### config.mk
export PLATFORM = sky130hd
export DESIGN_NAME = rv_retire_counter
export DESIGN_NICKNAME = d
export VERILOG_FILES = /design/src/source/rv_core_pkg.sv /design/src/source/rv_retire_counter.sv
export SDC_FILE = /design/constraint.sdc
export NUM_CORES = 1
export LEC_CHECK = 0
export BUFFER_PORTS_ARGS = -buffer_cell sky130_fd_sc_hd__buf_2
export CORE_ASPECT_RATIO = 0.5
export CORE_MARGIN = 3
export CORE_UTILIZATION = 24
export DETAILED_ROUTE_END_ITERATION = 8
export GPL_ROUTABILITY_DRIVEN = 0
export PLACE_DENSITY = 0.46
export RECOVER_POWER = 50
export SYNTH_ARGS = -nofsm -noshare
export SYNTH_HDL_FRONTEND = slang
export SYNTH_SLANG_ARGS = --single-unit
### constraint.sdc
create_clock -name clk -period 4.2 [get_ports clk]
set_clock_uncertainty 0.05 [all_clocks]
set_input_delay 0.21 -clock clk [delete_from_list [all_inputs] [get_ports clk]]
set_output_delay 0.21 -clock clk [all_outputs]
set_load 0.03 [all_outputs]
### src/source/rv_core_pkg.sv
package rv_core_pkg;

  // core widths
  localparam int xlen = 64;
  localparam int ilen = 32;
  localparam int reg_aw = 5;
  localparam int nreg = 32;

  // first fetch address after reset
  localparam logic [ilen-1:0] reset_pc = 32'h8000_0000;
  localparam logic [ilen-1:0] pc_step = 32'd4;

  // system encoding of ebreak in the I immediate
  localparam logic [11:0] ebreak_imm = 12'h001;

  // major opcodes the decoder understands
  typedef enum logic [6:0] {
    op_imm    = 7'b0010011,
    op_auipc  = 7'b0010111,
    op_lui    = 7'b0110111,
    op_jal    = 7'b1101111,
    op_jalr   = 7'b1100111,
    op_system = 7'b1110011
  } opcode_e;

  // 8-bit operation code, add is the only real one for now
  typedef enum logic [7:0] {
    alu_none = 8'h00,
    alu_add  = 8'h01
  } alu_op_e;

  typedef enum logic [1:0] {
    st_start = 2'd0,
    st_run   = 2'd1,
    st_halt  = 2'd2,
    st_trap  = 2'd3
  } core_state_e;

  // everything the rest of the core needs from one decoded word
  typedef struct packed {
    alu_op_e           alu_op;
    logic [xlen-1:0]   op1;
    logic [xlen-1:0]   op2;
    logic              jump;
    logic [ilen-1:0]   jump_base;
    logic [ilen-1:0]   jump_offset;
    logic              rs1_en;
    logic [reg_aw-1:0] rs1_addr;
    logic              rd_en;
    logic [reg_aw-1:0] rd_addr;
    logic              ebreak;
    logic              illegal;
  } dec_t;

endpackage

### src/source/rv_retire_counter.sv
`timescale 1ns/1ps

module rv_retire_counter (
  input  logic                         clk,
  input  logic                         reset,
  input  logic                         retire,
  output logic [rv_core_pkg::xlen-1:0] count
);

  // instret, one per retired instruction
  always_ff @(posedge clk) begin
    if (reset) begin
      count <= '0;
    end else if (retire) begin
      count <= count + 1'b1;
    end
  end

endmodule

==> run metrics <==
status finished clean; top cells by area, synth dfxtp_1, xor2_1, nand4_1, nor2_1, a21oi_1; Hold WC Path Type input port to flip-flop; power per cell area 353 nW/um^2; top cells by count, synth dfxtp_1, nor2_1, nand4_1, a21oi_1, xor2_1; WP data arrival 2.67 ns; endpoints failing setup 0; wl on met1 4130 microns; # resized after CTS 0; CP Data Required Time 4.41 ns; Core ar. 12100 sq um; CTS buffer count 9; Tmin final 2.46 ns; largest net degree at the start of global routing 41; CP Capture Type flip-flop; DR iter-0 viols 121; crit-path max cell delay 0.63 ns; Final Power 1.31 mW; aggregate global routing overflow 0; slowest CP cell or4_1; Worst-path clk slew 0.06 ns; FFs w/ async S/R, synth 0; Top Metal Used met4; Die Area 14100 sq um; Cell Area, Synth 3030 sq um; Nets 418; GRT Overall Usage 0.121; postcts setup bufs 0; number of max-slew violations in the final report 0; Rows 28; IO Port Bufs 66; initial antenna violation count 0; Final Cycle Share 0.586; CTS tree yes; drc violations 0; crit-path leading delay family simple AND/OR/NAND/NOR gates; Setup CP Type flip-flop to flip-flop; Clock Latency Late Sink 0.33 ns; CP Cell Sequence nand4_1 > nor4_4 > buf_4 > nand4b_1 > or4_1 > a21oi_1; Syn Inst Count 347; Final WS setup 1.74 ns; routed via count 2719; Post-Route WL 8080 microns; syn nets 351; TritonRoute pass-1 iters 5; measured slew at the worst slew-check pin 0.877 ns; startpoint type of the worst setup path flip-flop; diode count 0; pre-CTS WS 1.71 ns; Unique masters post-synth 35; max reg flops 64; Max Cap Violations 0; area delta synth->final 22.6%; Critical path buffers and inverters 1; Yosys top cell by area dfxtp_1; CTS root buf clkbuf_16; Clock Sinks 64; top-count cell post-synth dfxtp_1; Max Clock Freq 406 MHz; DIE HEIGHT 85.4 microns; hold buffer count at cts 0; fraction of layout cells with a size suffix above 1 0.0859; H-tree levels 3; HPWL Detailed 5750 microns; Die W 165 microns; Initial Util 0.251; Biggest register count; Peak VDD IR 0.121 mV; # IOs 67; Vias/cell 4.66; first-pass GRT wire length 13400 microns; final hold viol count 0; number of synthesized register bits 64; routed len/inst 13.8 microns; top flop regs count (64); post-synthesis sequential area ratio 0.423; Clock Tree Buf Depth 2; mean post-synth cell area 8.73 sq um; WL met3 369 microns; setup TNS 0 ns; slew margin rel. 0.410; metal2 WL 3530 microns; RSZ-0062 raised after global routing false; Yosys top cell area share 0.423; Static Leak 1.21 nW; Synth Flop Type dfxtp_1; Synth Warn # 0; vias in the first global route 2507; number of synthesized flops with an enable pin 0; antenna-violating nets left 0; worst-path maximum fanout 12
==> metrics by stage <==
stage          std cells  hold slack [ns]  instance area, sq um  utilization
6_report             584            0.191                  3710        0.308
5_1_grt              584            0.231                  3710        0.308
4_1_cts              584            0.199                  3790        0.315
3_5_place_dp         568            0.441                  3530        0.293
3_3_place_gp         568            0.443                  3530        0.293
2_1_floorplan        347            0.308                  3030            -
==> layer usage <==
metal	GRT usage	vias up
li1	-	1403
met1	0.163	1269
met2	0.185	40
met3	0.0424	7
met4	0.0274	0
met5	0	-
==> layout make-up <==
type                            instances  area, sq um
Fill cell                            1367         8340
Sequential cell                        64         1280
Clock inverter                          4         20.0
Multi-Input combinational cell        263         1660
Clock buffer                           12          246
Inverter                                8         30.0
Tap cell                              165          206
Timing Repair Buffer                   68          270
==> final timing paths <==
| kind | startpoint | to | slack [ns] | cells after the start |
|---|---|---|---|---|
| setup / recovery | count[9] | count[60] | 1.74 | 6 |
| hold / removal | retire | count[1] | 0.19 | 3 |
| setup reg to reg | count[9] | count[60] | 1.74 | 6 |
| hold reg to reg | count[61] | count[61] | 0.44 | 2 |
==> worst reg2reg max path: stages, from the launching register on <==
cell      delay, ns
dfxtp_1        0.47
nand4_1        0.24
nor4_4         0.24
buf_4          0.22
nand4b_1       0.40
or4_1          0.63
a21oi_1        0.14
==> logic make-up after synthesis <==
kind of cell	synth area share
compound gates	0.0884
xor+xnor	0.107
fa+ha+maj	0.00413
buf+inv	0.0273
flops	0.423
mux	0.00702
simple gates	0.343
==> cells in the final DEF, fill, tap and decap left out, types with 2 or more instances in the layout <==
| cell type | instances |
|---|---|
| nor2b_1 | 3 |
| xnor2_1 | 12 |
| nand3_1 | 20 |
| nand4_1 | 29 |
| clkinv_2 | 4 |
| nor4_1 | 8 |
| buf_4 | 2 |
| a21oi_1 | 25 |
| xor2_1 | 25 |
| and3_1 | 7 |
| nand4_2 | 4 |
| inv_1 | 8 |
| buf_2 | 6 |
| or4_1 | 7 |
| or3_1 | 19 |
| nor4_4 | 3 |
| nand2_1 | 17 |
| o21ai_0 | 18 |
| nor3_2 | 2 |
| clkbuf_16 | 9 |
| nor3_1 | 2 |
| clkbuf_1 | 62 |
| nor2_1 | 44 |
| dfxtp_1 | 64 |
| o31ai_1 | 7 |
==> power breakdown <==
| group | internal [mW] | total (mW) | leakage [nW] | switching, mW |
|---|---|---|---|---|
| clock network | 0.411 | 0.676 | 0.136 | 0.265 |
| logic | 0.00507 | 0.0236 | 0.563 | 0.0185 |
| registers | 0.610 | 0.612 | 0.516 | 0.00250 |
(Power assumes the default switching activity.)
