--- config.mk ---
export PLATFORM = sky130hd
export DESIGN_NAME = rv_regfile
export DESIGN_NICKNAME = d
export VERILOG_FILES = /design/src/source/rv_core_pkg.sv /design/src/source/rv_regfile.sv
export SDC_FILE = /design/constraint.sdc
export NUM_CORES = 2
export LEC_CHECK = 0
export BUFFER_PORTS_ARGS = -buffer_cell sky130_fd_sc_hd__buf_2
export CAP_MARGIN = 20
export CORE_ASPECT_RATIO = 0.75
export CORE_MARGIN = 2
export CORE_UTILIZATION = 45
export DETAILED_ROUTE_END_ITERATION = 8
export HOLD_SLACK_MARGIN = 0.02
export PLACE_DENSITY = 0.74
export SYNTH_ARGS = -nofsm -noshare
export SYNTH_HDL_FRONTEND = slang
export SYNTH_SLANG_ARGS = --single-unit
--- constraint.sdc ---
create_clock -name clk -period 2.1 [get_ports clk]
set_input_delay 0.105 -clock clk [delete_from_list [all_inputs] [get_ports clk]]
set_output_delay 0.105 -clock clk [all_outputs]
set_load 0.005 [all_outputs]
--- src/source/rv_core_pkg.sv ---
package rv_core_pkg;

  // core widths
  localparam int xlen = 64;
  localparam int ilen = 32;
  localparam int reg_aw = 5;
  localparam int nreg = 32;

  // first fetch address after reset
  localparam logic [ilen-1:0] reset_pc = 32'h8000_0000;
  localparam logic [ilen-1:0] pc_step = 32'd4;

  // system encoding of ebreak in the I immediate
  localparam logic [11:0] ebreak_imm = 12'h001;

  // major opcodes the decoder understands
  typedef enum logic [6:0] {
    op_imm    = 7'b0010011,
    op_auipc  = 7'b0010111,
    op_lui    = 7'b0110111,
    op_jal    = 7'b1101111,
    op_jalr   = 7'b1100111,
    op_system = 7'b1110011
  } opcode_e;

  // 8-bit operation code, add is the only real one for now
  typedef enum logic [7:0] {
    alu_none = 8'h00,
    alu_add  = 8'h01
  } alu_op_e;

  typedef enum logic [1:0] {
    st_start = 2'd0,
    st_run   = 2'd1,
    st_halt  = 2'd2,
    st_trap  = 2'd3
  } core_state_e;

  // everything the rest of the core needs from one decoded word
  typedef struct packed {
    alu_op_e           alu_op;
    logic [xlen-1:0]   op1;
    logic [xlen-1:0]   op2;
    logic              jump;
    logic [ilen-1:0]   jump_base;
    logic [ilen-1:0]   jump_offset;
    logic              rs1_en;
    logic [reg_aw-1:0] rs1_addr;
    logic              rd_en;
    logic [reg_aw-1:0] rd_addr;
    logic              ebreak;
    logic              illegal;
  } dec_t;

endpackage

--- src/source/rv_regfile.sv ---
`timescale 1ns/1ps

module rv_regfile (
  input  logic                           clk,
  input  logic                           reset,
  input  logic [rv_core_pkg::reg_aw-1:0] rs1_addr,
  output logic [rv_core_pkg::xlen-1:0]   rs1_data,
  input  logic                           we,
  input  logic [rv_core_pkg::reg_aw-1:0] rd_addr,
  input  logic [rv_core_pkg::xlen-1:0]   rd_data,
  output logic                           wb_en,
  output logic [rv_core_pkg::reg_aw-1:0] wb_addr,
  output logic [rv_core_pkg::xlen-1:0]   wb_data
);

  logic [rv_core_pkg::xlen-1:0] regs [rv_core_pkg::nreg];

  // x0 never takes a write
  assign wb_en = we && (rd_addr != '0);
  assign wb_addr = rd_addr;
  assign wb_data = rd_data;

  always_ff @(posedge clk) begin
    if (reset) begin
      for (int i = 0; i < rv_core_pkg::nreg; i++) begin
        regs[i] <= '0;
      end
    end else if (wb_en) begin
      regs[rd_addr] <= rd_data;
    end
  end

  // x0 reads zero
  assign rs1_data = (rs1_addr == '0) ? '0 : regs[rs1_addr];

endmodule

==> impl_results.md <==
- Status: finished, violations left
- Violated checks: setup timing
- Final Util: 52.4%
- Number of global-route vias before repair: roughly 55000
- Fillers: 15833
- Commonest non-fill, non-tap cells in the layout: 1986 x and2_1, 1984 x edfxtp_1, 331 x mux2i_1
- CP endpoint kind: output port
- Routability cong.: around 0.9
- Worst setup path start: regs[4][23]
- Slowest cell delay on critical path: roughly 0.48 ns
- RSZ-0062 raised after global routing: yes
- VDD IR-drop max: ~870 uV
- Total core area: 200000 um2
- Final worst-path setup slack: -0.589 ns
- Final setup violation count: 64
- Via/cell ratio: 6.17
- Critical-path cell list: mux4_2 > nand2b_4 > nand3_2 > nand4_1 > buf_4 > buf_6
- Clock slew at reported path FFs: 0.07 ns
- Hold Path Class: in -> reg
- GR Overflow Total: 0
- Regs by FF count: regs: 1984 flops
- Number of routed nets with antenna violations: 0
- Minimum clock period: 2.69 ns
- Worst EP arrival: 2.58 ns
- WP data required: ~2.0 ns
- Postcts setup bufs: 0
- Total Power: 86.9 mW
- Max reg flops: 1984
- Starting Density: 45.2%
- Cell row count: 142
- Die Wd: about 520 um
- Share of layout cells above drive strength 1: 22.6%
- Post-route clock period utilization: 128%
- Net Count, Synth: 6137
- Area growth, synth to finish: 15.9%
- Fmax: between 300 and 400 MHz
- Crit path kind: reg -> out
- Placement Setup Slack: -0.442 ns
- Detailed Route Iter0 Violations: 10459
- Max_slew headroom: between 40% and 50%
- # clock sinks: around 2000
- Most flops, register: regs
- Final Hold Vio Count: 0
- Drc violations: 0
- Worst setup SP type: flip-flop
- Total GRT Usage: 27.8%
- Most common cell after layout, fill and taps aside: and2_1
- YS warnings: 0
- Slowest cell on the critical path: mux4_2
- Max Cap Viol: 0
- Root buf cell: clkbuf_16
- Worst-Margin Slew: 0.775 ns
- Die H: 392 um
- WL per Instance: around 32 um
- Avg Inst Size Synth: 14.9 um2
- IO Count: 211
- Total Wirelength: 287000 um
- CP Max Fanout: 1
- Vias: between 50000 and 60000
- WHS: approximately 0.32 ns
- First-pass GRT wire length: 402000 um
- CTS tree: yes
- Flops & latches, synth: 1984
- Hold_sp: rd_addr[4]
- Cell Pwr Density: approximately 830 nW/um2
- Mapped Cells: slightly above 6000
- Syn Std Cell Area: about 90000 um2
- Max clock buf depth: 3
- TritonCTS Buffers: 182
- Netlist cell types: 46
- Slew Viols, Final: 0
- Layout Nets: 6320
- Die ar.: 204000 um2
- Initial antenna violation count: 29
- P_leak: 37.1 nW
- Pre-antenna DRT Iters: 6
- Post-synthesis sequential area ratio: between 60 and 70%
- Largest net degree at the start of global routing: 65
- H-tree depth: 4
- Detailed Place HPWL: 167000 um
- Port bufs: 210
## critical path, delay by kind of cell (launching register included)
kind	cells	cell delay, ns
buffers and inverters	2	0.38
DFF	1	0.39
muxes	1	0.48
and+or+nand+nor	3	0.52
## path summary, 6_finish.rpt
kind | end | slack (ns) | cells after the start
setup / recovery | rs1_data[23] | -0.59 | 6
hold / removal | regs[28][23] | 0.32 | 4
## power by group
| part | internal [mW] | leakage [nW] | total [mW] | switching, mW |
|---|---|---|---|---|
| clock network | 17.6 | 2.79 | 32.7 | 15.0 |
| registers | 45.6 | 18.9 | 46.2 | 0.613 |
| logic | 3.17 | 15.5 | 7.98 | 4.81 |
| total | 66.4 | 37.1 | 86.9 | 20.5 |
## per-layer routing
metal  up-vias  wire length, um  track usage, %  share of wire (%)
li1      22438                -               -                  -
met1     28204           105000            38.6                 37
met2      4619           126000            41.4                 44
met3       719            43400            7.36                 15
met4         2            12800            11.6                4.5
met5         -               13               0             0.0045
## through the flow
step,cell area (um2),cells,setup TNS (ns)
after global routing,105000,9057,-22.86
after detailed placement,97500,8662,-1.53
after CTS,104000,9055,-22.67
after floorplan,90400,6060,0
after global placement,97500,8661,-1.93
final,105000,9069,-18.61
## cell families (layout without fill, tap and decap cells)
logic type             after synthesis  after routing  synth area share (%)
and+or+nand+nor                   2295           2295                  15.6
DFF                               1984           1984                  66.0
buffers and inverters              684           1015                  3.54
muxes                              680            680                  11.6
AOI/OAI and AO/OA                  417            417                  3.30
other                                0             14                     0
## Yosys cell counts, drive strengths merged
library cell | number | share of area [%]
or2 | 32 | 0.22
or3b | 2 | 0.019
a22o | 9 | 0.087
or3 | 1 | 0.0069
o221a | 3 | 0.037
clkinv | 1 | 0.0042
mux2 | 62 | 0.77
o21ai | 57 | 0.32
and3b | 2 | 0.019
a22oi | 265 | 2.2
a211oi | 7 | 0.058
nand2 | 58 | 0.24
and2 | 1992 | 14
o211ai | 8 | 0.066
nand2b | 8 | 0.055
inv | 1 | 0.0042
nor3b | 1 | 0.014
a211o | 1 | 0.0097
buf | 217 | 1.6
a31oi | 8 | 0.055
o22ai | 16 | 0.11
mux4 | 286 | 7.1
nand3 | 68 | 0.38
clkbuf | 465 | 1.9
nor2 | 49 | 0.21
nor3 | 12 | 0.066
o31a | 1 | 0.0097
and3 | 1 | 0.0069
a221oi | 14 | 0.14
mux2i | 332 | 3.7
nand3b | 6 | 0.050
a21oi | 18 | 0.10
a311oi | 1 | 0.0097
nand4b | 42 | 0.41
nor2b | 11 | 0.079
edfxtp | 1984 | 66
a221o | 8 | 0.089
nand4 | 5 | 0.035
nor4 | 5 | 0.035
o2111ai | 1 | 0.0097
## layout make-up
type                    count  area [um2]  area share, %
repair buffers            681        7360           7.03
clock buffers             217        4750           4.54
multi-input cells        3392       28700           27.4
diodes                     14        35.0         0.0335
well taps                2664        3330           3.18
flip-flops and latches   1984       59600           56.9
inverters                   2        7.51        0.00717
clock inverters           115         933          0.891
## timing repair
| item | 4_1_cts | 5_1_grt |
|---|---|---|
| pin swaps | 129 | 45 |
| hold endpoints to repair | 1984 | 0 |
| gates resized for setup | 174 | 50 |
| hold buffers | 64 | 0 |
| setup endpoints to repair | 64 | 64 |
(Power assumes the default switching activity.)
