`config.mk`:
```
export PLATFORM = sky130hd
export DESIGN_NAME = rv_exec
export DESIGN_NICKNAME = d
export VERILOG_FILES = /design/src/source/rv_core_pkg.sv /design/src/source/rv_exec.sv
export SDC_FILE = /design/constraint.sdc
export NUM_CORES = 1
export LEC_CHECK = 0
export BUFFER_PORTS_ARGS = -buffer_cell sky130_fd_sc_hd__buf_2
export CELL_PAD_IN_SITES_DETAIL_PLACEMENT = 1
export CELL_PAD_IN_SITES_GLOBAL_PLACEMENT = 2
export CORE_MARGIN = 2
export CORE_UTILIZATION = 26
export CTS_BUF_LIST = sky130_fd_sc_hd__clkbuf_4 sky130_fd_sc_hd__clkbuf_8
export DETAILED_ROUTE_END_ITERATION = 8
export PLACE_DENSITY = 0.86
export SYNTH_ARGS = -nofsm -noshare
export SYNTH_HDL_FRONTEND = slang
export SYNTH_SLANG_ARGS = --single-unit
export TNS_END_PERCENT = 20
```
`constraint.sdc`:
```
create_clock -name clk -period 4.59 [get_ports clk]
set_input_delay 0.6885 -clock clk [delete_from_list [all_inputs] [get_ports clk]]
set_output_delay 0.6885 -clock clk [all_outputs]
set_load 0.03 [all_outputs]
```
`src/source/rv_core_pkg.sv`:
```
package rv_core_pkg;

  // core widths
  localparam int xlen = 64;
  localparam int ilen = 32;
  localparam int reg_aw = 5;
  localparam int nreg = 32;

  // first fetch address after reset
  localparam logic [ilen-1:0] reset_pc = 32'h8000_0000;
  localparam logic [ilen-1:0] pc_step = 32'd4;

  // system encoding of ebreak in the I immediate
  localparam logic [11:0] ebreak_imm = 12'h001;

  // major opcodes the decoder understands
  typedef enum logic [6:0] {
    op_imm    = 7'b0010011,
    op_auipc  = 7'b0010111,
    op_lui    = 7'b0110111,
    op_jal    = 7'b1101111,
    op_jalr   = 7'b1100111,
    op_system = 7'b1110011
  } opcode_e;

  // 8-bit operation code, add is the only real one for now
  typedef enum logic [7:0] {
    alu_none = 8'h00,
    alu_add  = 8'h01
  } alu_op_e;

  typedef enum logic [1:0] {
    st_start = 2'd0,
    st_run   = 2'd1,
    st_halt  = 2'd2,
    st_trap  = 2'd3
  } core_state_e;

  // everything the rest of the core needs from one decoded word
  typedef struct packed {
    alu_op_e           alu_op;
    logic [xlen-1:0]   op1;
    logic [xlen-1:0]   op2;
    logic              jump;
    logic [ilen-1:0]   jump_base;
    logic [ilen-1:0]   jump_offset;
    logic              rs1_en;
    logic [reg_aw-1:0] rs1_addr;
    logic              rd_en;
    logic [reg_aw-1:0] rd_addr;
    logic              ebreak;
    logic              illegal;
  } dec_t;

endpackage

```
`src/source/rv_exec.sv`:
```
`timescale 1ns/1ps

module rv_exec (
  input  logic                         clk,
  input  logic                         reset,
  input  logic                         retire,
  input  rv_core_pkg::dec_t            dec,
  output logic [rv_core_pkg::ilen-1:0] pc,
  output logic [rv_core_pkg::xlen-1:0] result
);

  logic [rv_core_pkg::ilen-1:0] pc_plus4;
  logic [rv_core_pkg::ilen-1:0] jump_target;
  logic [rv_core_pkg::ilen-1:0] pc_next;

  // writeback value
  always_comb begin
    case (dec.alu_op)
      rv_core_pkg::alu_add: result = dec.op1 + dec.op2;
      default:              result = '0;
    endcase
  end

  assign pc_plus4 = pc + rv_core_pkg::pc_step;

  // jalr needs bit 0 cleared, jal target is already even
  assign jump_target = (dec.jump_base + dec.jump_offset) & ~32'h1;

  assign pc_next = dec.jump ? jump_target : pc_plus4;

  // pc only moves when an instruction retires
  always_ff @(posedge clk) begin
    if (reset) begin
      pc <= rv_core_pkg::reset_pc;
    end else if (retire) begin
      pc <= pc_next;
    end
  end

endmodule

```
==> out/qor.yml <==
status: "complete, no violations"
crit_path_start_kind: "primary input"
yosys_warnings: 0
post_drt_wl_per_cell_um: 18.1
yosys.area.top_type: "ha_1"
totalNegativeSetupSlack_ps: 0
post-cts-setup-buffer-count: 0
postSynthCellCount: 1112
tritoncts: "built"
place.gp.congestion: 0.896
leakage_uw: 0.00455
i_o_buffers: 298
first_pass_grt_wire_length_um: 50000
final_period_minus_worst_setup_slack_ps: 4370
timing.critical_path.cells: "buf_2 -> ha_1 -> a21o_1 -> o21bai_1 -> a221oi_2 -> nand3_2 -> a211oi_2 -> o21ai_1 -> a31oi_1 -> o21ai_1 -> xnor2_1 -> nor2_1 -> buf_2"
place_area_mm2: 0.00929
floorplan.die.width_um: 174
hold_violations: 0
drcViolationCount: 0
path_delay_family: "compound AO/OA/AOI/OAI gates"
cts.clk_slew.worst_paths_ps: 70
route.antenna.remaining_nets: 0
yosys_register_bits: 31
slew_violations: 0
floorplan.rows: 62
grt_setup_unrepaired: "false"
worst_ep_arrival_time_ps: 3680
asyncSetResetFlopFracSynth_pct: 0
initial_detailed_routing_violation_count: 488
fraction_of_synthesized_cell_area_taken_by_the_top_area_cell_type_pct: 15.6
setup_viol: 0
htree_levels: 2
start_util_pct: 26.4
p_per_area_mw_per_mm2: 184
ctsHoldBuffers: 0
worstHoldPathType: "register to register"
cts_root_buffer: "clkbuf_8"
synthesis.area_mm2: 0.00755
via_per_inst: 5.35
floorplan.io_pins: 314
syn_to_final_growth_pct: 24.9
crit_path_end_kind: "output pin"
synth_sequential_area_ratio_pct: 8.22
power.ir.vdd_worst_mv: 0.0937
grt_remaining_overflow: 0
critical_path_required_ps: 3900
wl_um: 31800
layout.cells.most_common_list: "298 x buf_2, 136 x nor2_1, 122 x a21oi_1"
clk-insertion-delay-late_ps: 300
relSlewSlack_pct: 39.7
grt_start_max_net_pins: 35
grt_antenna_before_repair: 6
ys_types: 78
critPathSlowestCell: "a211oi_2"
detail_route.first_pass.iterations: 5
critPathMaxFanout: 6
timing_worst_slew_pin_value_ps: 904
synth-edff-count: 0
final_nets: 1681
cts_inserted_buffers: 5
buffers_and_inverters_on_the_worst_path: 2
gr_usage_total_pct: 20.0
max-clock-path-buffers: 2
die_h_um: 174
number_of_cells_on_the_worst_hold_path: 2
worst_r2r_path_depth: 12
finalInstanceArea_mm2: 0.00942
crit_path_max_incr_delay_ps: 420
leading_cell_type_in_the_layout_fill_and_taps_excluded: "buf_2"
critical_path_class: "primary input to output pin"
first_global_vias: 9593
vias: 9387
cp.depth: 13
max_freq_ghz: 0.229
ys.flop_type: "dfxtp_1"
final.period_utilization_pct: 95.2
fp.coreArea_mm2: 0.0286
largest_register_ffs: 31
syn-mean-instance-area_um2: 6.79
drv.max_cap_violation_count: 0
reg_top3: "pc x31"
floorplan.die_area_mm2: 0.0304
dpl.hpwl_um: 27000
regMostFlops: "pc"
post_route_cells_drive_above_1_share_pct: 25.5
synth.area.top_cells: "ha_1 16%, dfxtp_1 8.2%, a21oi_1 8.1%"
cts.sink_count: 31
net_count_after_synthesis: 1426
fin_worst_skew_ps: 12.2
==> report_power, final <==
part / switching [uW] / internal (uW) / total, uW
combinational: 673 / 449 / 1120
clock: 119 / 176 / 295
sequential: 27.3 / 291 / 318
==> area by class of cell <==
| class | instances | area, um2 |
|---|---|---|
| fill | 3719 | 19200 |
| multi-input combinational | 991 | 6530 |
| timing repair buffer | 307 | 1560 |
| sequential | 31 | 621 |
| tap | 384 | 480 |
| inverter | 31 | 116 |
| clock buffer | 6 | 82.6 |
| clock inverter | 2 | 35.0 |
| antenna | 2 | 5.00 |
==> kinds of logic after synthesis <==
| group | count (synthesis) | share of synthesized area, % |
|---|---|---|
| and+or+nand+nor | 407 | 25.4 |
| AOI/OAI and AO/OA | 404 | 35.0 |
| adders and majority gates | 96 | 16.1 |
| buffers and inverters | 90 | 5.49 |
| xor gates and xnor gates | 79 | 9.17 |
| DFF | 31 | 8.22 |
| muxes | 4 | 0.531 |
| other | 1 | 0.0497 |
==> timing repair <==
action / 4_1_cts / 5_1_grt
hold endpoints to repair: 0 / 0
resized for setup: 0 / 3
setup endpoints to repair: 0 / 2
==> tightest hold or removal path: stages (launching register included) <==
cell     delay [ps]
dfxtp_1         310
nand2_1          50
a21oi_1          50
==> cells in the mapped netlist (4+ instances only) <==
library cell / instances
nor2_1: 136
a21oi_1: 122
nand2_1: 101
ha_1: 94
o21ai_0: 75
a21o_1: 63
xnor2_1: 48
clkbuf_1: 39
nand3_1: 37
dfxtp_1: 31
inv_1: 31
xor2_1: 31
nand4_1: 28
nor3_1: 25
and3_1: 17
a211oi_1: 16
a31oi_1: 15
o21bai_1: 11
o21a_1: 10
o31ai_1: 10
o211ai_1: 9
o21ai_1: 9
or3_1: 9
and2_1: 8
buf_2: 8
nand2b_1: 7
nor2b_1: 7
nor4_1: 6
a22oi_1: 5
buf_4: 5
buf_6: 5
or4_1: 5
a2111oi_0: 4
a21oi_2: 4
a41oi_1: 4
mux2i_1: 4
==> metal layers <==
layer	global-route usage (%)	wire length, um	vias to the layer above
met5	0	55	-
met4	4.76	690	8
met3	4.31	2100	45
met2	36.1	15500	272
met1	24.1	13500	4433
li1	-	-	4629
==> metrics by stage <==
step	hold slack, ps	utilization (%)	setup slack (ps)	instances	power (uW)
detailed placement	459	32.5	197	1744	1440
global placement	445	32.5	208	1744	1420
global route	501	32.9	6.06	1753	1870
finish	462	32.9	221	1754	1730
floorplan	584	-	600	1112	1100
CTS	471	32.9	173	1752	1730
==> worst paths after layout <==
kind,from,to,slack (ps)
worst max-delay path,dec[97],result[47],220
worst max register to register,pc[2],pc[30],2030
worst min-delay path,pc[1],pc[1],460
worst min register to register,pc[1],pc[1],460
(Power assumes the default switching activity.)
