### config.mk
export PLATFORM = sky130hd
export DESIGN_NAME = rv_decoder
export DESIGN_NICKNAME = d
export VERILOG_FILES = /design/src/source/rv_core_pkg.sv /design/src/source/rv_decoder.sv
export SDC_FILE = /design/constraint.sdc
export NUM_CORES = 1
export LEC_CHECK = 0
export BUFFER_PORTS_ARGS = -buffer_cell sky130_fd_sc_hd__buf_2
export CORE_AREA = 2 2 136 138
export DETAILED_ROUTE_END_ITERATION = 12
export DIE_AREA = 0 0 138 140
export REMOVE_ABC_BUFFERS = 1
export SYNTH_ARGS = -nofsm -noshare
export SYNTH_HDL_FRONTEND = slang
export SYNTH_SLANG_ARGS = --single-unit
export TNS_END_PERCENT = 10
### constraint.sdc
create_clock -name vclk -period 3
set_clock_uncertainty 0.1 [all_clocks]
set_input_delay 0.15 -clock vclk [all_inputs]
set_output_delay 0.15 -clock vclk [all_outputs]
set_load 0.05 [all_outputs]
### src/source/rv_core_pkg.sv
package rv_core_pkg;

  // core widths
  localparam int xlen = 64;
  localparam int ilen = 32;
  localparam int reg_aw = 5;
  localparam int nreg = 32;

  // first fetch address after reset
  localparam logic [ilen-1:0] reset_pc = 32'h8000_0000;
  localparam logic [ilen-1:0] pc_step = 32'd4;

  // system encoding of ebreak in the I immediate
  localparam logic [11:0] ebreak_imm = 12'h001;

  // major opcodes the decoder understands
  typedef enum logic [6:0] {
    op_imm    = 7'b0010011,
    op_auipc  = 7'b0010111,
    op_lui    = 7'b0110111,
    op_jal    = 7'b1101111,
    op_jalr   = 7'b1100111,
    op_system = 7'b1110011
  } opcode_e;

  // 8-bit operation code, add is the only real one for now
  typedef enum logic [7:0] {
    alu_none = 8'h00,
    alu_add  = 8'h01
  } alu_op_e;

  typedef enum logic [1:0] {
    st_start = 2'd0,
    st_run   = 2'd1,
    st_halt  = 2'd2,
    st_trap  = 2'd3
  } core_state_e;

  // everything the rest of the core needs from one decoded word
  typedef struct packed {
    alu_op_e           alu_op;
    logic [xlen-1:0]   op1;
    logic [xlen-1:0]   op2;
    logic              jump;
    logic [ilen-1:0]   jump_base;
    logic [ilen-1:0]   jump_offset;
    logic              rs1_en;
    logic [reg_aw-1:0] rs1_addr;
    logic              rd_en;
    logic [reg_aw-1:0] rd_addr;
    logic              ebreak;
    logic              illegal;
  } dec_t;

endpackage

### src/source/rv_decoder.sv
`timescale 1ns/1ps

module rv_decoder (
  input  logic [rv_core_pkg::ilen-1:0]   inst,
  input  logic [rv_core_pkg::ilen-1:0]   pc,
  input  logic [rv_core_pkg::xlen-1:0]   rs1_data,
  output logic [rv_core_pkg::reg_aw-1:0] rs1_addr,
  output rv_core_pkg::dec_t              dec
);

  rv_core_pkg::opcode_e opcode;
  logic [2:0] func3;
  logic [rv_core_pkg::reg_aw-1:0] rd;
  logic [rv_core_pkg::reg_aw-1:0] rs1;
  logic [11:0] imm_i;

  logic [rv_core_pkg::xlen-1:0] src_i;
  logic [rv_core_pkg::xlen-1:0] src_u;
  logic [rv_core_pkg::ilen-1:0] src_j;
  logic [rv_core_pkg::xlen-1:0] pc_ext;

  // instruction fields
  assign opcode = rv_core_pkg::opcode_e'(inst[6:0]);
  assign rd = inst[11:7];
  assign func3 = inst[14:12];
  assign rs1 = inst[19:15];
  assign imm_i = inst[31:20];

  // sign extended immediates
  assign src_i = {{52{imm_i[11]}}, imm_i};
  assign src_u = {{32{inst[31]}}, inst[31:12], 12'b0};
  // J offset is scrambled in the word, bit 0 always zero
  assign src_j = {{11{inst[31]}}, inst[31], inst[19:12], inst[20], inst[30:21], 1'b0};

  assign pc_ext = {32'b0, pc};

  always_comb begin
    dec = '0;
    dec.alu_op = rv_core_pkg::alu_none;

    case (opcode)
      rv_core_pkg::op_imm: begin
        // only addi for now
        if (func3 == 3'b000) begin
          dec.alu_op = rv_core_pkg::alu_add;
          dec.rs1_en = 1'b1;
          dec.rs1_addr = rs1;
          dec.rd_en = 1'b1;
          dec.rd_addr = rd;
          dec.op1 = rs1_data;
          dec.op2 = src_i;
        end else begin
          dec.illegal = 1'b1;
        end
      end
      rv_core_pkg::op_auipc: begin
        dec.alu_op = rv_core_pkg::alu_add;
        dec.rd_en = 1'b1;
        dec.rd_addr = rd;
        dec.op1 = pc_ext;
        dec.op2 = src_u;
      end
      rv_core_pkg::op_lui: begin
        dec.alu_op = rv_core_pkg::alu_add;
        dec.rd_en = 1'b1;
        dec.rd_addr = rd;
        dec.op2 = src_u;
      end
      rv_core_pkg::op_jal: begin
        // link value is pc + 4
        dec.alu_op = rv_core_pkg::alu_add;
        dec.rd_en = 1'b1;
        dec.rd_addr = rd;
        dec.op1 = pc_ext;
        dec.op2 = {32'b0, rv_core_pkg::pc_step};
        dec.jump = 1'b1;
        dec.jump_base = pc;
        dec.jump_offset = src_j;
      end
      rv_core_pkg::op_jalr: begin
        if (func3 == 3'b000) begin
          dec.alu_op = rv_core_pkg::alu_add;
          dec.rs1_en = 1'b1;
          dec.rs1_addr = rs1;
          dec.rd_en = 1'b1;
          dec.rd_addr = rd;
          dec.op1 = pc_ext;
          dec.op2 = {32'b0, rv_core_pkg::pc_step};
          dec.jump = 1'b1;
          dec.jump_base = rs1_data[rv_core_pkg::ilen-1:0];
          dec.jump_offset = src_i[rv_core_pkg::ilen-1:0];
        end else begin
          dec.illegal = 1'b1;
        end
      end
      rv_core_pkg::op_system: begin
        if (func3 == 3'b000 && imm_i == rv_core_pkg::ebreak_imm) begin
          dec.ebreak = 1'b1;
        end else begin
          dec.illegal = 1'b1;
        end
      end
      default: begin
        dec.illegal = 1'b1;
      end
    endcase
  end

  // read port only addressed when the word reads rs1
  assign rs1_addr = dec.rs1_en ? dec.rs1_addr : '0;

endmodule

==> results of run 1 <==
worst paths after layout:
path | from | to | cells past startpoint
max | inst[12] | dec[156] | 8
min | inst[16] | dec[30] | 4
layout by cell type (no fill, tap or decap), drive strengths merged:
cell / count
a211o: 1
a211oi: 1
a21o: 1
a21oi: 2
a32o: 64
a41o: 1
and2: 26
and3: 43
buf: 355
conb: 7
diode: 4
inv: 5
nand2: 58
nand2b: 1
nand4: 2
nand4b: 1
nor2: 3
nor3: 6
nor4: 3
nor4b: 2
o2111ai: 1
o21a: 1
o21ai: 1
o22ai: 1
or2: 1
or3: 3
or4b: 1
per-stage QoR:
stage	setup WS [ns]	hold slack [ns]	util [%]	std cells	area [um2]
after floorplan	-19.33	0.4480	-	236	1565
after global placement	0.3969	0.6024	20.81	820	3700
after detailed placement	0.4054	0.5993	20.81	820	3700
after CTS	0.3954	0.6003	20.81	820	3700
after global routing	0.2969	0.6246	20.85	823	3707
final	0.4372	0.6005	20.87	824	3710
per-layer routing:
| metal | wire length (um) | part of all wire, % |
|---|---|---|
| met5 | 10 | 0.068 |
| met4 | 201 | 1.4 |
| met3 | 1513 | 10 |
| met2 | 6769 | 46 |
| met1 | 6173 | 42 |
power by group:
part / internal (mW) / switching (mW)
Sequential: 0 / 0
Clock: 0.000000180 / 0
Combinational: 0.0842 / 0.166
worst max-delay path: cells and delay by family:
| kind | cells | cell delay, ns |
|---|---|---|
| buf+inv | 4 | 1.11 |
| simple gates | 1 | 0.34 |
| compound gates | 3 | 0.66 |
area by class of cell:
type / instances / area, um2 / area share, %
inverter: 5 / 18.77 / 0.5059
timing repair buffer: 355 / 1812 / 48.84
tap: 229 / 286.5 / 7.723
antenna: 4 / 10.01 / 0.2698
multi-input combinational: 231 / 1583 / 42.66
kinds of logic (layout without fill, tap and decap cells):
logic type | Yosys count | in the layout | share of synthesized area, %
AO/OA/AOI/OAI | 74 | 74 | 34.27
other | 1 | 11 | 0.1793
buffers and inverters | 94 | 360 | 27.15
AND/OR/NAND/NOR | 150 | 150 | 38.40
==> qor.yml, run 1 <==
ys_top_cells_by_count: "64 x a32o_1, 58 x nand2_1, 52 x buf_4"
synth.most_common_cell: "a32o_1"
ir_drop_uv: 26.59
first_pass_iters: 4
routed_wl_um: 14670
met2_usage_pct: 21.86
syn_inst: 319
clock_buffers: 0
grt_util_met1_pct: 17.45
max_stage_delay_ns: 0.39
die_x_um: 138
die_y_um: 140
cts_resized: 0
synth_top_area_share_pct: 30.62
cp.required_ns: 2.75
yosysWarnings: 0
drive_gt1_share_pct: 61.42
grt_use_total_pct: 13.49
slew_violations: 0
max_freq_ghz: 0.3902
antenna_found_initial: 6
seq_cell_count: 0
power_uw: 250.7
synth_cell_types: 30
crit_path_top_delay_cell: "buf_4"
hold_buffers: 0
worstSetupStartpointType: "input port"
fin_nets: 721
synth_area_leaders: "a32o_1 31%, buf_4 19%, and3_1 13%"
grt-ovfl-total: 0
pwr_density_cell_mw_per_mm2: 67.57
status: "finished clean"
boundaryPins: 348
relSlewSlack_pct: 46.03
setup_viol: 0
ff_latch_area_um2: 0
grt.busiest_layer: "met2"
synth_area_per_cell_um2: 6.558
post-route-period-util_pct: 85.43
path_class: "in2out"
p_leak_nw: 2.576
via_count: 3642
via_per_inst: 4.420
core_area_mm2: 0.01778
setup.worst_path.end_class: "output pin"
gp_congestion: 0.8392
final.min_clock_period_ns: 2.563
rsz0062_at_grt: "no"
dpl.hpwl_um: 11940
synth_top_area_cell: "a32o_1"
post-cts-setup-buffer-count: 0
first_iter_violations: 177
die_area_mm2: 0.01932
setup_tns_ns: 0
synth_area_mm2: 0.002092
grt_max_degree: 59
cap_viol_max_count: 0
hold_class: "in2out"
synth-seq-area-share_pct: 0
floorplan.rows: 49
critical_path.max_fanout: 32
crit_chain: "buf_2 -> nor3_2 -> buf_4 -> o2111ai_1 -> a211oi_4 -> buf_4 -> a32o_1 -> buf_2"
ant_nets: 0
hold_viol: 0
synthToLayoutAreaGrowth_pct: 77.33
grtUsageMet3_pct: 4.103
routedWlPerCell_um: 17.80
io_buffers: 341
grt_pass1_wl_um: 20600
start_util_pct: 11.77
arrival_ns: 2.31
grt_pass1_vias: 3191
tightest_slew_ns: 0.8096
nFillCells: 2029
drc: 0
Power figures use the tool's default switching activity.
==> run 2, diff against run 1 <==
- CAP_MARGIN: default -> 5
- PLACE_DENSITY: default -> 0.44
==> run 2 against run 1 <==
Against the previous run:
- via count shrank 3.3%
- sequential share of layout area stayed put
- utilization hardly changed
- non-clock buffer count did not move
- wire length fell by 13%
- worst hold slack gained 0.0074 ns
- power fell by 1.4%
- global-route usage fell by 1.8 points
- die area unchanged
- first-iteration DRC count is 0.56% higher
- flip-flop and latch count is the same
- largest power group unchanged
==> qor.yml, run 2 (synthesized netlist as in run 1, its figures left out) <==
net-switching-power_uw: 163.4
dpl.hpwl_um: 10210
hold_class: "in2out"
pwr_density_cell_mw_per_mm2: 66.61
cts_resized: 0
critical_path.max_fanout: 57
fin_nets: 721
nFillCells: 2087
post-cts-setup-buffer-count: 0
clock_buffers: 0
status: "finished clean"
die_area_mm2: 0.01932
hp-start: "inst[7]"
die_y_um: 140
relSlewSlack_pct: 43.75
p_leak_nw: 2.579
grt_use_total_pct: 11.70
arrival_ns: 2.17
grt_max_degree: 58
final.min_clock_period_ns: 2.423
max_freq_ghz: 0.4127
hold_depth: 3
hold_viol: 0
grt_pass1_wl_um: 18530
routedWlPerCell_um: 15.63
grt_pass1_vias: 3210
crit_path_top_delay_cell: "buf_4"
final_cell_mix: "341 x buf_2, 64 x a32o_1, 58 x nand2_1, 43 x and3_1, 26 x and2_1"
max_stage_delay_ns: 0.48
synthToLayoutAreaGrowth_pct: 77.45
cp.required_ns: 2.75
slew_violations: 0
tightest_slew_ns: 0.8438
post-route-period-util_pct: 80.78
gp_congestion: 0.7604
via_per_inst: 4.296
ant_nets: 0
intPower_uw: 83.82
preCtsSetupSlack_ns: 0.5615
min_to: "dec[2]"
crit_chain: "buf_2 -> nor3_2 -> buf_4 -> nor2_1 -> nor3_1 -> buf_4 -> and2_1 -> buf_2"
grt-ovfl-total: 0
core_area_mm2: 0.01778
start_util_pct: 11.77
antenna_found_initial: 0
path_class: "in2out"
first_iter_violations: 178
pwr-share-comb_pct: 100.0
setup_ws_ns: 0.5767
floorplan.rows: 49
worstSetupStartpointType: "input port"
boundaryPins: 348
power_switching_share_pct: 66.10
via_count: 3523
drive_gt1_share_pct: 61.42
first_pass_iters: 4
seq_cell_count: 0
antenna_cells: 0
drc: 0
clock_power_share_pct: 0
rsz0062_at_grt: "no"
whs_ns: 0.6079
seqPwrFrac_pct: 0
layout_commonest_cell: "buf_2"
setup.worst_path.end_class: "output pin"
routed_wl_um: 12810
die_x_um: 138
cap_viol_max_count: 0
setup_viol: 0
hold_buffers: 0
ir_drop_uv: 27.87
ff_latch_area_um2: 0
io_buffers: 341
-- run 2: cell types whose count changed in the layout (fill, tap and decap cells not counted) --
| cell | previous run | this run |
|---|---|---|
| diode_2 | 4 | 0 |
| buf_12 | 0 | 1 |
| buf_4 | 14 | 13 |
-- run 2: metal layers --
metal  vias to the layer above  wire, um  part of all wire, %  global-route usage (%)
li1                       1685         -                    -                       -
met1                      1640      5395                   42                   15.26
met2                       190      6414                   50                   21.52
met3                         8       868                  6.8                   1.231
met4                         0       136                  1.1                   1.182
met5                         -         0                    0                       0
-- run 2: per-stage QoR --
stage | area, um2 | total power [mW] | std cells | utilization, % | setup TNS (ns)
detailed placement | 3712 | 0.2464 | 820 | 20.88 | 0
CTS | 3712 | 0.2472 | 820 | 20.88 | 0
floorplan | 1565 | 0.1021 | 236 | - | -1331.21
global placement | 3712 | 0.2471 | 820 | 20.88 | 0
global route | 3712 | 0.2652 | 820 | 20.88 | 0
finish | 3712 | 0.2473 | 820 | 20.88 | 0
-- run 2: final cells by class --
cell class | count | area (um2) | area share (%)
inverters | 5 | 18.77 | 0.5056
repair buffers | 355 | 1824 | 49.14
well taps | 229 | 286.5 | 7.718
multi-input cells | 231 | 1583 | 42.64
-- run 2: worst max path at each step --
stage | end | start | depth (start not counted)
floorplan | dec[34] | inst[12] | 3
global placement | dec[0] | inst[2] | 7
detailed placement | dec[20] | inst[12] | 8
CTS | dec[20] | inst[12] | 8
global route | dec[20] | inst[12] | 8
finish | dec[20] | inst[12] | 8
-- run 2: power groups by stage --
stage / combinational (mW) / sequential, mW / clock [mW]
floorplan: 0.102 / 0 / 0
global placement: 0.247 / 0 / 0
detailed placement: 0.246 / 0 / 0
CTS: 0.247 / 0 / 0
global route: 0.265 / 0 / 0
finish: 0.247 / 0 / 0
-- run 2: critical path: cells and delay by family --
kind	cells	cell delay (ns)
simple gates	4	0.89
buf+inv	4	1.11
